`src/logic/fp_add_pkg.sv`:
```
/* binary32 only, round to nearest even is the single rounding mode
   every NaN result leaves as the canonical quiet NaN */
`default_nettype none

package fp_add_pkg;

    // binary32 field widths
    localparam int WORD_W = 32;
    localparam int EXP_W  = 8;
    localparam int FRAC_W = 23;
    // hidden bit, fraction, then guard, round and sticky
    localparam int SIG_W  = 27;
    // holds any shift from 0 up to SIG_W
    localparam int SHIFT_W = $clog2(SIG_W + 1);

    localparam logic [EXP_W-1:0]  EXP_ALL_ONES = 8'hFF;
    // sign 0, exponent all ones, fraction all ones
    localparam logic [WORD_W-1:0] QNAN_WORD    = 32'h7FFF_FFFF;

    typedef struct packed {
        logic              sign;
        logic [EXP_W-1:0]  exp;
        logic [FRAC_W-1:0] frac;
    } fp_fields_t;

    // raw view for magnitude compares, field view for decode and pack
    typedef union packed {
        logic [WORD_W-1:0] raw;
        fp_fields_t        f;
    } fp_word_u;

    // special case tag, travels with the operation down the pipe
    typedef enum logic [2:0] {
        SPC_NONE    = 3'd0,
        SPC_ZERO_OP = 3'd1,
        SPC_INF     = 3'd2,
        SPC_NAN     = 3'd3,
        SPC_ZERO    = 3'd4
    } special_e;

    // exception code, 2 and 5 stay unused here
    typedef enum logic [2:0] {
        ERR_NONE      = 3'd0,
        ERR_INVALID   = 3'd1,
        ERR_OVERFLOW  = 3'd3,
        ERR_UNDERFLOW = 3'd4
    } fp_err_e;

endpackage

`default_nettype wire

```
`src/logic/error_check.sv`:
```
/* combinational pack of the final word, the code depends on that word alone
   no inexact and no divide-by-zero code */
`default_nettype none
`timescale 1ns/1ns

module error_check
    import fp_add_pkg::*;
(
    input  wire                sign_i,
    input  wire [EXP_W-1:0]    exp_i,
    input  wire [SIG_W-1:0]    sig_untrunc_i,
    input  wire special_e      special_i,
    input  wire fp_word_u      nz_op_i,
    output fp_word_u           fp_o,
    output fp_err_e            err_o
);

    logic exp_ones;
    logic exp_zero;
    logic frac_zero;

    always_comb begin
        // computed fields by default
        fp_o.f.sign = sign_i;
        fp_o.f.exp  = exp_i;
        // drop hidden bit on top and grs bits below
        fp_o.f.frac = sig_untrunc_i[SIG_W-2:3];

        case (special_i)
            SPC_ZERO_OP: begin
                // other operand passes whole, sign included
                fp_o = nz_op_i;
            end
            SPC_INF: begin
                fp_o.f.exp  = EXP_ALL_ONES;
                fp_o.f.frac = '0;
            end
            SPC_NAN: begin
                fp_o.raw = QNAN_WORD;
            end
            SPC_ZERO: begin
                // exact zero is always +0
                fp_o.raw = '0;
            end
            default: begin
                // computed fields stand
            end
        endcase
    end

    // classify the packed word
    assign exp_ones  = (fp_o.f.exp == EXP_ALL_ONES);
    assign exp_zero  = (fp_o.f.exp == '0);
    assign frac_zero = (fp_o.f.frac == '0);

    always_comb begin
        if (exp_ones && frac_zero) begin
            err_o = ERR_OVERFLOW;
        end else if (exp_ones) begin
            err_o = ERR_INVALID;
        end else if (exp_zero && !frac_zero) begin
            // subnormal result
            err_o = ERR_UNDERFLOW;
        end else begin
            err_o = ERR_NONE;
        end
    end

endmodule

`default_nettype wire

```
`src/logic/fp_operand_decode.sv`:
```
/* first pipe stage, registers on the edge that samples valid_i
   nz_op_o only means something when the tag is SPC_ZERO_OP */
`default_nettype none
`timescale 1ns/1ns

module fp_operand_decode
    import fp_add_pkg::*;
(
    input  wire                clk_i,
    input  wire                reset_i,
    input  wire                valid_i,
    input  wire fp_word_u      op_a_i,
    input  wire fp_word_u      op_b_i,
    input  wire                sub_i,
    output logic               d_valid_o,
    output logic               d_sign_o,
    output logic               d_eff_sub_o,
    output logic [EXP_W-1:0]   d_exp_o,
    output logic [EXP_W-1:0]   d_exp_diff_o,
    output logic [SIG_W-1:0]   d_sig_big_o,
    output logic [SIG_W-1:0]   d_sig_small_o,
    output special_e           d_special_o,
    output fp_word_u           d_nz_op_o
);

    fp_word_u         b_eff;
    fp_word_u         big;
    fp_word_u         small_op;
    logic             swap;
    logic             eff_sub;
    logic [EXP_W-1:0] big_exp;
    logic [EXP_W-1:0] small_exp;
    logic             big_nan;
    logic             small_nan;
    logic             big_inf;
    logic             small_inf;
    logic             big_zero;
    logic             small_zero;
    special_e         special;

    // a - b handled as a + (-b)
    always_comb begin
        b_eff        = op_b_i;
        b_eff.f.sign = op_b_i.f.sign ^ sub_i;
    end

    // magnitude order straight from the raw bits, sign dropped
    assign swap     = b_eff.raw[WORD_W-2:0] > op_a_i.raw[WORD_W-2:0];
    assign big      = swap ? b_eff : op_a_i;
    assign small_op = swap ? op_a_i : b_eff;

    assign eff_sub = big.f.sign ^ small_op.f.sign;

    // subnormals scale like exponent 1
    assign big_exp   = (big.f.exp == '0) ? EXP_W'(1) : big.f.exp;
    assign small_exp = (small_op.f.exp == '0) ? EXP_W'(1) : small_op.f.exp;

    // operand classes
    assign big_nan    = (big.f.exp == EXP_ALL_ONES) && (big.f.frac != '0);
    assign small_nan  = (small_op.f.exp == EXP_ALL_ONES) && (small_op.f.frac != '0);
    assign big_inf    = (big.f.exp == EXP_ALL_ONES) && (big.f.frac == '0);
    assign small_inf  = (small_op.f.exp == EXP_ALL_ONES) && (small_op.f.frac == '0);
    assign big_zero   = (big.f.exp == '0) && (big.f.frac == '0);
    assign small_zero = (small_op.f.exp == '0) && (small_op.f.frac == '0);

    always_comb begin
        if (big_nan || small_nan || (big_inf && small_inf && eff_sub)) begin
            special = SPC_NAN;
        end else if (big_inf) begin
            // any infinity sorts to the big slot
            special = SPC_INF;
        end else if (big_zero) begin
            // big zero means both are zero
            special = SPC_ZERO;
        end else if (small_zero) begin
            special = SPC_ZERO_OP;
        end else begin
            special = SPC_NONE;
        end
    end

    always_ff @(posedge clk_i) begin
        if (reset_i) begin
            d_valid_o <= 1'b0;
        end else begin
            d_valid_o <= valid_i;
        end
    end

    // payload follows each strobe
    always_ff @(posedge clk_i) begin
        if (valid_i) begin
            d_sign_o      <= big.f.sign;
            d_eff_sub_o   <= eff_sub;
            d_exp_o       <= big_exp;
            d_exp_diff_o  <= big_exp - small_exp;
            // hidden bit is 0 for subnormals, grs bits start clear
            d_sig_big_o   <= {big.f.exp != '0, big.f.frac, 3'b000};
            d_sig_small_o <= {small_op.f.exp != '0, small_op.f.frac, 3'b000};
            d_special_o   <= special;
            d_nz_op_o     <= big;
        end
    end

    // registered pair stays ordered by magnitude
    a_big_first: assert property (@(posedge clk_i) disable iff (reset_i)
        d_valid_o |-> (d_exp_diff_o != '0) || (d_sig_big_o >= d_sig_small_o));

endmodule

`default_nettype wire

```
`src/logic/fp_align_add.sv`:
```
/* second pipe stage, one edge after decode
   relies on decode putting the larger magnitude in the big slot */
`default_nettype none
`timescale 1ns/1ns

module fp_align_add
    import fp_add_pkg::*;
(
    input  wire                clk_i,
    input  wire                reset_i,
    input  wire                d_valid_i,
    input  wire                d_sign_i,
    input  wire                d_eff_sub_i,
    input  wire [EXP_W-1:0]    d_exp_i,
    input  wire [EXP_W-1:0]    d_exp_diff_i,
    input  wire [SIG_W-1:0]    d_sig_big_i,
    input  wire [SIG_W-1:0]    d_sig_small_i,
    input  wire special_e      d_special_i,
    input  wire fp_word_u      d_nz_op_i,
    output logic               x_valid_o,
    output logic               x_sign_o,
    output logic [EXP_W-1:0]   x_exp_o,
    output logic [SIG_W:0]     x_sum_o,
    output special_e           x_special_o,
    output fp_word_u           x_nz_op_o
);

    logic [SHIFT_W-1:0] shamt;
    logic [SIG_W-1:0]   shifted;
    logic [SIG_W-1:0]   lost_mask;
    logic               sticky;
    logic [SIG_W-1:0]   aligned;
    logic [SIG_W:0]     sum;

    // shift saturates, a wide gap pushes the whole significand into sticky
    assign shamt = (d_exp_diff_i >= EXP_W'(SIG_W)) ? SHIFT_W'(SIG_W)
                                                   : d_exp_diff_i[SHIFT_W-1:0];

    assign shifted = d_sig_small_i >> shamt;

    // ones on every bit position that falls off the right end
    assign lost_mask = ~({SIG_W{1'b1}} << shamt);
    assign sticky    = |(d_sig_small_i & lost_mask);

    // lsb of the aligned value is the sticky position
    assign aligned = {shifted[SIG_W-1:1], shifted[0] | sticky};

    // one extra bit on top for the carry
    always_comb begin
        if (d_eff_sub_i) begin
            sum = {1'b0, d_sig_big_i} - {1'b0, aligned};
        end else begin
            sum = {1'b0, d_sig_big_i} + {1'b0, aligned};
        end
    end

    always_ff @(posedge clk_i) begin
        if (reset_i) begin
            x_valid_o <= 1'b0;
        end else begin
            x_valid_o <= d_valid_i;
        end
    end

    // sign, exponent, tag and the passing word ride along untouched
    always_ff @(posedge clk_i) begin
        if (d_valid_i) begin
            x_sign_o    <= d_sign_i;
            x_exp_o     <= d_exp_i;
            x_sum_o     <= sum;
            x_special_o <= d_special_i;
            x_nz_op_o   <= d_nz_op_i;
        end
    end

    // a borrow here would mean decode swapped the wrong way
    sub_not_negative: assert property (@(posedge clk_i) disable iff (reset_i)
        (d_valid_i && d_eff_sub_i) |-> !sum[SIG_W]);

endmodule

`default_nettype wire

```
`src/logic/fp_result_stage.sv`:
```
/* last pipe stage, normalize, round to nearest even, pack
   result_o and err_o hold their value while valid_o is low */
`default_nettype none
`timescale 1ns/1ns

module fp_result_stage
    import fp_add_pkg::*;
(
    input  wire                clk_i,
    input  wire                reset_i,
    input  wire                x_valid_i,
    input  wire                x_sign_i,
    input  wire [EXP_W-1:0]    x_exp_i,
    input  wire [SIG_W:0]      x_sum_i,
    input  wire special_e      x_special_i,
    input  wire fp_word_u      x_nz_op_i,
    output logic               valid_o,
    output fp_word_u           result_o,
    output fp_err_e            err_o
);

    logic [SHIFT_W-1:0] lzc;
    logic [EXP_W:0]     exp_limit;
    logic [SHIFT_W-1:0] lshift;
    logic [SIG_W-1:0]   norm;
    logic [EXP_W:0]     norm_exp;
    logic               round_up;
    logic [FRAC_W+1:0]  mant;
    logic [FRAC_W:0]    rnd_sig;
    logic [EXP_W:0]     rnd_exp;
    special_e           special;
    fp_word_u           fp_word;
    fp_err_e            err;

    // highest set bit wins, all zero gives SIG_W
    function automatic logic [SHIFT_W-1:0] lead_zeros(input logic [SIG_W-1:0] v);
        logic [SHIFT_W-1:0] n;
        n = SHIFT_W'(SIG_W);
        for (int i = 0; i < SIG_W; i++) begin
            if (v[i]) begin
                n = SHIFT_W'(SIG_W - 1 - i);
            end
        end
        return n;
    endfunction

    assign lzc = lead_zeros(x_sum_i[SIG_W-1:0]);

    // left shift may not take the exponent under 1
    assign exp_limit = {1'b0, x_exp_i} - 1'b1;
    assign lshift    = (lzc > exp_limit) ? exp_limit[SHIFT_W-1:0] : lzc;

    always_comb begin
        if (x_sum_i[SIG_W]) begin
            // carry out, one place right, dropped bit folds into sticky
            norm     = {x_sum_i[SIG_W:2], x_sum_i[1] | x_sum_i[0]};
            norm_exp = {1'b0, x_exp_i} + 1'b1;
        end else begin
            norm = x_sum_i[SIG_W-1:0] << lshift;
            // hidden bit still clear means a subnormal
            norm_exp = norm[SIG_W-1] ? ({1'b0, x_exp_i} - lshift) : '0;
        end
    end

    // guard and then round or sticky or odd lsb
    assign round_up = norm[2] && (norm[1] || norm[0] || norm[3]);
    assign mant     = {1'b0, norm[SIG_W-1:3]} + round_up;

    always_comb begin
        if (mant[FRAC_W+1]) begin
            // 1.11..1 rounded up to 10.0, renormalize
            rnd_sig = mant[FRAC_W+1:1];
            rnd_exp = norm_exp + 1'b1;
        end else begin
            rnd_sig = mant[FRAC_W:0];
            // largest subnormal can round into the smallest normal
            rnd_exp = ((norm_exp == '0) && mant[FRAC_W]) ? (EXP_W+1)'(1) : norm_exp;
        end
    end

    // computed path can still cancel to zero or overflow
    always_comb begin
        special = x_special_i;
        if (x_special_i == SPC_NONE) begin
            if (x_sum_i == '0) begin
                special = SPC_ZERO;
            end else if (rnd_exp >= {1'b0, EXP_ALL_ONES}) begin
                special = SPC_INF;
            end
        end
    end

    // grs bits are spent after rounding
    error_check u_error_check (
        .sign_i        (x_sign_i),
        .exp_i         (rnd_exp[EXP_W-1:0]),
        .sig_untrunc_i ({rnd_sig, 3'b000}),
        .special_i     (special),
        .nz_op_i       (x_nz_op_i),
        .fp_o          (fp_word),
        .err_o         (err)
    );

    always_ff @(posedge clk_i) begin
        if (reset_i) begin
            valid_o <= 1'b0;
        end else begin
            valid_o <= x_valid_i;
        end
    end

    always_ff @(posedge clk_i) begin
        if (x_valid_i) begin
            result_o <= fp_word;
            err_o    <= err;
        end
    end

    // only the four defined codes ever leave the pipe
    err_code_legal: assert property (@(posedge clk_i) disable iff (reset_i)
        valid_o |-> (err_o inside {ERR_NONE, ERR_INVALID, ERR_OVERFLOW, ERR_UNDERFLOW}));

endmodule

`default_nettype wire

```
`src/logic/fp_add_top.sv`:
```
/* fixed latency of 3 edges, one operation per strobe, no back-pressure
   results leave in issue order */
`default_nettype none
`timescale 1ns/1ns

module fp_add_top
    import fp_add_pkg::*;
(
    input  wire                clk_i,
    input  wire                reset_i,
    input  wire                valid_i,
    input  wire fp_word_u      op_a_i,
    input  wire fp_word_u      op_b_i,
    input  wire                sub_i,
    output logic               valid_o,
    output fp_word_u           result_o,
    output fp_err_e            err_o
);

    // decode to execute
    logic             d_valid;
    logic             d_sign;
    logic             d_eff_sub;
    logic [EXP_W-1:0] d_exp;
    logic [EXP_W-1:0] d_exp_diff;
    logic [SIG_W-1:0] d_sig_big;
    logic [SIG_W-1:0] d_sig_small;
    special_e         d_special;
    fp_word_u         d_nz_op;

    // execute to result
    logic             x_valid;
    logic             x_sign;
    logic [EXP_W-1:0] x_exp;
    logic [SIG_W:0]   x_sum;
    special_e         x_special;
    fp_word_u         x_nz_op;

    fp_operand_decode u_decode (
        .clk_i         (clk_i),
        .reset_i       (reset_i),
        .valid_i       (valid_i),
        .op_a_i        (op_a_i),
        .op_b_i        (op_b_i),
        .sub_i         (sub_i),
        .d_valid_o     (d_valid),
        .d_sign_o      (d_sign),
        .d_eff_sub_o   (d_eff_sub),
        .d_exp_o       (d_exp),
        .d_exp_diff_o  (d_exp_diff),
        .d_sig_big_o   (d_sig_big),
        .d_sig_small_o (d_sig_small),
        .d_special_o   (d_special),
        .d_nz_op_o     (d_nz_op)
    );

    fp_align_add u_execute (
        .clk_i         (clk_i),
        .reset_i       (reset_i),
        .d_valid_i     (d_valid),
        .d_sign_i      (d_sign),
        .d_eff_sub_i   (d_eff_sub),
        .d_exp_i       (d_exp),
        .d_exp_diff_i  (d_exp_diff),
        .d_sig_big_i   (d_sig_big),
        .d_sig_small_i (d_sig_small),
        .d_special_i   (d_special),
        .d_nz_op_i     (d_nz_op),
        .x_valid_o     (x_valid),
        .x_sign_o      (x_sign),
        .x_exp_o       (x_exp),
        .x_sum_o       (x_sum),
        .x_special_o   (x_special),
        .x_nz_op_o     (x_nz_op)
    );

    fp_result_stage u_result (
        .clk_i       (clk_i),
        .reset_i     (reset_i),
        .x_valid_i   (x_valid),
        .x_sign_i    (x_sign),
        .x_exp_i     (x_exp),
        .x_sum_i     (x_sum),
        .x_special_i (x_special),
        .x_nz_op_i   (x_nz_op),
        .valid_o     (valid_o),
        .result_o    (result_o),
        .err_o       (err_o)
    );

endmodule

`default_nettype wire

```
`config.mk`:
```
export PLATFORM = sky130hd
export DESIGN_NAME = fp_add_top
export DESIGN_NICKNAME = d
export VERILOG_FILES = /design/src/logic/fp_add_pkg.sv /design/src/logic/error_check.sv /design/src/logic/fp_operand_decode.sv /design/src/logic/fp_align_add.sv /design/src/logic/fp_result_stage.sv /design/src/logic/fp_add_top.sv
export SDC_FILE = /design/constraint.sdc
export NUM_CORES = 1
export LEC_CHECK = 0
export ABC_AREA = 1
export ABC_CLOCK_PERIOD_IN_PS = 6700
export BUFFER_PORTS_ARGS = -buffer_cell sky130_fd_sc_hd__buf_2
export CAP_MARGIN = 20
export CORE_MARGIN = 4
export CORE_UTILIZATION = 51
export DETAILED_ROUTE_END_ITERATION = 8
export MAX_ROUTING_LAYER = met4
export PLACE_DENSITY_LB_ADDON = 0.2
export SYNTH_ARGS = -nofsm -noshare
export SYNTH_HDL_FRONTEND = slang
export SYNTH_SLANG_ARGS = --single-unit
export TNS_END_PERCENT = 100
```
`constraint.sdc`:
```
create_clock -name clk_i -period 6.7 [get_ports clk_i]
set_clock_uncertainty 0.1 [all_clocks]
set_input_delay 0.67 -clock clk_i [delete_from_list [all_inputs] [get_ports clk_i]]
set_output_delay 0.67 -clock clk_i [all_outputs]
set_load 0.03 [all_outputs]
```
==> results.toml, run 1 <==
[status]
status = "finished with violations"
violations = "setup timing"

[synth]
ys_async_sr_fraction_pct = 0
ys.flop_type = "edfxtp_1"
yosysSeqAreaShare_pct = 34.49
netlist_instances = 2217
yosysTopAreaCellShare_pct = 34.11
netlist-cell-type-count = 63
ys_ff_latch = 186
synth_nets = 2392
synthTopCellsByCount = "nand2_1, inv_1, nand3_1"
yosys_warnings = 0
yosysTopAreaCell = "edfxtp_1"
synth-edff-count = 183
synth_area_leaders = "edfxtp_1, nand2_1, ha_1"
synth_area_mm2 = 0.01611
synth_area_per_cell_um2 = 7.266
yosysMostFrequentCell = "nand2_1"

[sta]
fmax_ghz = 0.1429
hold_viol_final = 0
setup_slack_ns = -0.3003
whs_ns = 0.3066
rsz0062_at_grt = "true"
slew_viol_final = 0
max_slew_margin_pct = 36.24
tightest_slew_ns = 0.9564
layout_min_cycle_time_ns = 7.000
finalSetupViolCount = 11
final.period_utilization_pct = 104.5

[cells_and_area]
area_growth_pct = 27.12
seq_area_mm2 = 0.005557
finish.utilization_pct = 66.25
multi_input_area_mm2 = 0.009892
n_fill_cell = 2625
drive_gt1_share_pct = 24.17
fin_area_mm2 = 0.02048
n_antenna_cell = 0
final_nets = 2702

[power]
p_comb_share_pct = 45.9
seq_power_share_pct = 32.2
ir_worst_vdd_uv = 203.7
power.internal_mw = 2.911
p_leak_nw = 9.424
powerDensity_mw_per_mm2 = 243.3
p_sw_share_pct = 41.58
p_switching_mw = 2.072
power.share.clock_pct = 21.9

[die]
die_w_um = 185.7
num_io_pins = 104
start_util_pct = 52.12
die_y_um = 185.7
die-area_mm2 = 0.03449
coreArea_mm2 = 0.03091
fp-row-count = 64

[hold_path]
hold_end = "u_decode.d_valid_o$_SDFF_PP0_"
min-delay-start = "reset_i"
hold_depth = 2
hold_class = "in -> reg"

[setup_path]
cpMostUsedCell = "buf_4"
worstSetupPathType = "reg -> reg"
worstPathMaxFanout = 6
cp.required_ns = 6.82
critical-path-top-delay-family = "buffers and inverters"
reg2reg_depth = 56
r2r-start = "u_execute.x_sum_o[1]$_DFFE_PP_"
crit_buf_inv = 30
worstPathArrival_ns = 7.12
cp_slowest_cell = "edfxtp_1"
start_kind = "flip-flop"
crit_path_end_kind = "flip-flop"
max_stage_delay_ns = 0.37
ff2ff_setup_slack_ns = -0.30
r2r-end = "u_result.err_o[2]$_SDFFCE_PP0P_"

[detailed_routing]
drt_wl_total_mm = 55.09
vias_per_cell = 5.684
num_vias = 16690
drc = 0
ant_nets = 0
wire_per_inst_um = 18.76
firstDrtPassIters = 6
initialDrtViolationCount = 1501

[clocking]
cts_root_buffer = "clkbuf_16"
cts_buffers = 17
clockBufferDepth = 2
clkTransAtPathRegs_ns = 0.08
hold_buffers = 0
htree_levels = 4
cts_tree = "done"
clkSinkCount = 186
insertion_delay_ns = 0.45

[place]
place_congestion = 1.041
place_area_mm2 = 0.01835
portBuffers = 103
dpl.hpwl_mm = 42.35

[grt]
groute.usage.overall_pct = 31.83
antenna_found_initial = 0
overflow = 0
grt_pass1_vias = 15700
grt_max_degree = 93
grt_pass1_wl_mm = 83.21

[run]
max_cap_viol_count = 0
==> cell usage in the layout, fill, tap and decap left out, types with 17 or more instances in the layout <==
| cell type | netlist | final |
|---|---|---|
| a21oi_1 | 116 | 110 |
| buf_2 | 14 | 102 |
| buf_4 | 1 | 220 |
| buf_6 | 9 | 28 |
| clkbuf_16 | 0 | 17 |
| edfxtp_1 | 183 | 183 |
| ha_1 | 104 | 99 |
| inv_1 | 274 | 267 |
| nand2_1 | 502 | 464 |
| nand2_2 | 22 | 53 |
| nand3_1 | 237 | 218 |
| nand3_2 | 26 | 40 |
| nand4_1 | 25 | 25 |
| nor2_1 | 198 | 181 |
| nor2_2 | 10 | 20 |
| nor3_1 | 26 | 24 |
| nor4_1 | 18 | 18 |
| o21ai_0 | 183 | 171 |
| o21ai_1 | 33 | 25 |
| o21ai_4 | 0 | 18 |
| xor2_1 | 47 | 46 |
==> kinds of logic (layout without fill, tap and decap cells) <==
group / count (synthesis) / in the layout / share of synthesized area, %
simple gates: 1096 / 1100 / 30.90
xor+xnor: 58 / 58 / 3.153
mux: 5 / 5 / 0.3107
compound gates: 400 / 400 / 13.55
fa+ha+maj: 107 / 107 / 8.451
flops: 186 / 186 / 34.49
buf+inv: 365 / 684 / 9.157
==> how the worst max path moves through the flow <==
stage / cells after the start / endpoint / startpoint / slack (ns)
after global routing: 69 / u_result.err_o[1]$_SDFFCE_PP1P_ / u_execute.x_sum_o[1]$_DFFE_PP_ / -0.76
after CTS: 66 / u_result.err_o[2]$_SDFFCE_PP0P_ / u_execute.x_sum_o[2]$_DFFE_PP_ / 0.002
after floorplan: 66 / u_result.err_o[2]$_SDFFCE_PP0P_ / u_execute.x_sum_o[2]$_DFFE_PP_ / 0.23
final: 56 / u_result.err_o[2]$_SDFFCE_PP0P_ / u_execute.x_sum_o[1]$_DFFE_PP_ / -0.30
after detailed placement: 67 / u_result.err_o[1]$_SDFFCE_PP1P_ / u_execute.x_sum_o[1]$_DFFE_PP_ / -0.22
after global placement: 65 / u_result.err_o[2]$_SDFFCE_PP0P_ / u_execute.x_sum_o[2]$_DFFE_PP_ / -0.10
==> per-layer routing <==
metal	GRT usage (%)	part of all wire, %	up-vias
met5	-	0	-
met4	16.93	6.0	0
met3	4.417	6.4	172
met2	50.02	46	727
met1	40.03	41	7670
li1	-	-	8120
==> registers in the layout, indices dropped and copies added (netlist names), 8 cells and up <==
| signal | cells |
|---|---|
| u_decode.d_exp_diff_o | 8 |
| u_execute.x_exp_o | 8 |
| u_execute.x_sum_o | 28 |
| u_result.result_o | 32 |
| u_decode.d_exp_o | 8 |
| u_decode.d_sig_small_o | 24 |
| u_execute.x_nz_op_o | 32 |
| u_decode.d_nz_op_o | 32 |
==> power groups by stage <==
stage          clock network, mW  logic [mW]  registers, mW
3_5_place_dp                   0        2.00           1.62
3_3_place_gp                   0        1.98           1.62
6_report                    1.09        2.29           1.60
2_1_floorplan                  0        1.25           1.58
4_1_cts                     1.11        2.08           1.60
5_1_grt                     1.16        2.51           1.61
==> layout make-up <==
type	instances	area share, %
Clock buffer	17	2.077
Clock inverter	15	1.124
Inverter	287	5.395
Multi-Input combinational cell	1670	48.30
Sequential cell	186	27.13
Tap cell	396	2.420
Timing Repair Buffer	364	13.51
Timing Repair inverter	1	0.03055
==> stage by stage <==
step	power (mW)	setup WS, ns	setup TNS, ns	std cells
after floorplan	2.835	0.2317	0	2217
after global placement	3.604	-0.1049	-0.3054	2842
after detailed placement	3.625	-0.2246	-0.8152	2843
after CTS	4.781	0.001783	0	2909
after global routing	5.283	-0.7645	-12.92	2936
final	4.983	-0.3003	-1.365	2936
==> what timing repair did <==
item / in CTS / in global routing
endpoints found under the setup margin: 11 / 39
cloned: 4 / 3
gates resized for setup: 46 / 178
buffers inserted: 30 / 29
pin swaps: 13 / 80
==> worst register-to-register path: cells and delay by family, from the launching register on <==
family                   cells  cell delay (ns)
buffers and inverters       30             3.54
AND/OR/NAND/NOR             24             2.40
AO/OA/AOI/OAI                1             0.14
flip-flops                   1             0.37
adder cells (fa/ha/maj)      1             0.21
No activity file was read; power rests on OpenSTA's default activity.
==> run 2: changes to the inputs <==
- CTS_BUF_LIST: not set -> sky130_fd_sc_hd__clkbuf_4
==> run 2 against run 1 <==
The flow now finishes without violations. Combinational power shrank 4%. Die area did not move. Cell count fell by 1.3%. Setup slack improved by 0.33 ns. Count of clock-buffer cells in the layout is the same. Wire length decreased by 4.8%. Flip-flop and latch count stayed put. Hold slack worse by 0.20 ns. Maximum frequency grew 4.9%. Clock power down 35%. Sequential share of layout area is 1.2 points higher. Critical endpoint is now u_result.err_o[1]$_SDFFCE_PP1P_. Largest power group unchanged.
==> results.toml, run 2 (synthesis gave the netlist of run 1 again) <==
[clocking]
cts_root_buffer = "clkbuf_4"
cts_tree = "done"
cts_buffers = 17
hold_buffers = 0
clockBufferDepth = 2
htree_levels = 4
clkTransAtPathRegs_ns = 0.19
clkSinkCount = 186
insertion_delay_ns = 0.63

[cells_and_area]
finish.utilization_pct = 63.35
final_nets = 2658
final_cell_mix = "nand2_1, inv_1, nand3_1"
reg_top3 = "u_decode.d_nz_op_o: 32 flops, u_execute.x_nz_op_o: 32 flops, u_result.result_o: 32 flops"
area_growth_pct = 21.55
layout_commonest_cell = "nand2_1"
fin_area_mm2 = 0.01958
drive_gt1_share_pct = 22.32

[sta]
slew_viol_final = 0
layout_min_cycle_time_ns = 6.675
hold_viol_final = 0
rsz0062_at_grt = "true"
max_slew_margin_pct = 35.54
fmax_ghz = 0.1498
tightest_slew_ns = 0.9670
final.period_utilization_pct = 99.62
finalSetupViolCount = 0

[hold_path]
hold_class = "in -> reg"
hold_depth = 2

[setup_path]
cp_slowest_cell = "edfxtp_1"
start_kind = "flip-flop"
max_stage_delay_ns = 0.43
cp.required_ns = 7.11
worstSetupPathType = "reg -> reg"
crit_buf_inv = 4
reg2reg_depth = 66
crit_path_end_kind = "flip-flop"
worstPathMaxFanout = 8
critical-path-top-delay-family = "simple AND/OR/NAND/NOR gates"
worstPathArrival_ns = 7.08
cp.depth = 66
cpMostUsedCell = "nand2_1"

[grt]
met2_usage_pct = 48.04
grt_max_degree = 93
antenna_found_initial = 1
use_met3_pct = 3.635
grt_pass1_vias = 15280
overflow = 0
grt_use_met1_pct = 39.58
grt_pass1_wl_mm = 80.90
top_usage_layer = "met2"
groute.usage.overall_pct = 30.92

[status]
status = "finished clean"

[power]
ir_worst_vdd_uv = 241.6
p_total_mw = 4.498
p_leak_nw = 9.019
powerDensity_mw_per_mm2 = 229.7

[detailed_routing]
vias_per_cell = 5.610
ant_nets = 0
drt_wl_total_mm = 52.47
firstDrtPassIters = 6
wire_per_inst_um = 18.11
drc = 0
initialDrtViolationCount = 1387
num_vias = 16250

[die]
num_io_pins = 104
start_util_pct = 52.12
die_w_um = 185.7
coreArea_mm2 = 0.03091
die_y_um = 185.7
die-area_mm2 = 0.03449
fp-row-count = 64

[place]
dpl.hpwl_mm = 42.35
place_congestion = 1.041
portBuffers = 103
place_area_mm2 = 0.01835

[run]
max_cap_viol_count = 0
-- run 2: final timing paths --
check                                  endpoint  slack (ns)                                  start
max reg2reg     u_result.err_o[1]$_SDFFCE_PP1P_        0.03         u_execute.x_sum_o[2]$_DFFE_PP_
min                 u_result.valid_o$_SDFF_PP0_        0.11                                reset_i
min reg2reg  u_execute.x_special_o[1]$_DFFE_PP_        0.34  u_decode.d_special_o[1]$_SDFFCE_PP1P_
max             u_result.err_o[1]$_SDFFCE_PP1P_        0.03         u_execute.x_sum_o[2]$_DFFE_PP_
-- run 2: cell type report --
class | instances | area [um^2]
Fill cell | 2765 | 11330
Multi-Input combinational cell | 1669 | 9746
Sequential cell | 186 | 5557
Timing Repair Buffer | 322 | 2316
Inverter | 287 | 1097
Tap cell | 396 | 495.5
Clock inverter | 15 | 230.2
Clock buffer | 17 | 127.6
Antenna cell | 5 | 12.51
-- run 2: repair_timing --
action | 4_1_cts | 5_1_grt
setup buffers | 0 | 17
cloned | 2 | 1
endpoints found under the setup margin | 9 | 39
pin swaps | 2 | 48
gates resized for setup | 22 | 162
-- run 2: worst reg2reg max path: cells and delay by family (launching register included) --
kind	cells	cell delay, ns
compound gates	9	1.14
xor+xnor	1	0.15
fa+ha+maj	2	0.33
buf+inv	4	0.36
flops	1	0.43
simple gates	50	4.09
-- run 2: metrics by stage --
stage / worst slack, ns / hold slack, ns / TNS, ns / cells
final: 0.02542 / 0.1107 / 0 / 2897
after global routing: -0.5111 / 0.03609 / -4.080 / 2897
after CTS: 0.001289 / 0.05308 / 0 / 2877
after detailed placement: -0.2246 / 0.3045 / -0.8152 / 2843
after global placement: -0.1049 / 0.3048 / -0.3054 / 2842
after floorplan: 0.2317 / 0.3003 / 0 / 2217
-- run 2: per-layer routing --
metal / wire length [um] / part of all wire (%) / vias up
met3: 3159 / 6.0 / 145
met5: 0 / 0 / -
met2: 24150 / 46 / 697
met4: 3067 / 5.8 / 0
li1: - / - / 8043
met1: 22100 / 42 / 7367
-- run 2: power breakdown --
group	internal [mW]	total [mW]	switching, mW
Clock	0.227	0.711	0.484
Sequential	1.47	1.60	0.131
Combinational	0.827	2.19	1.36
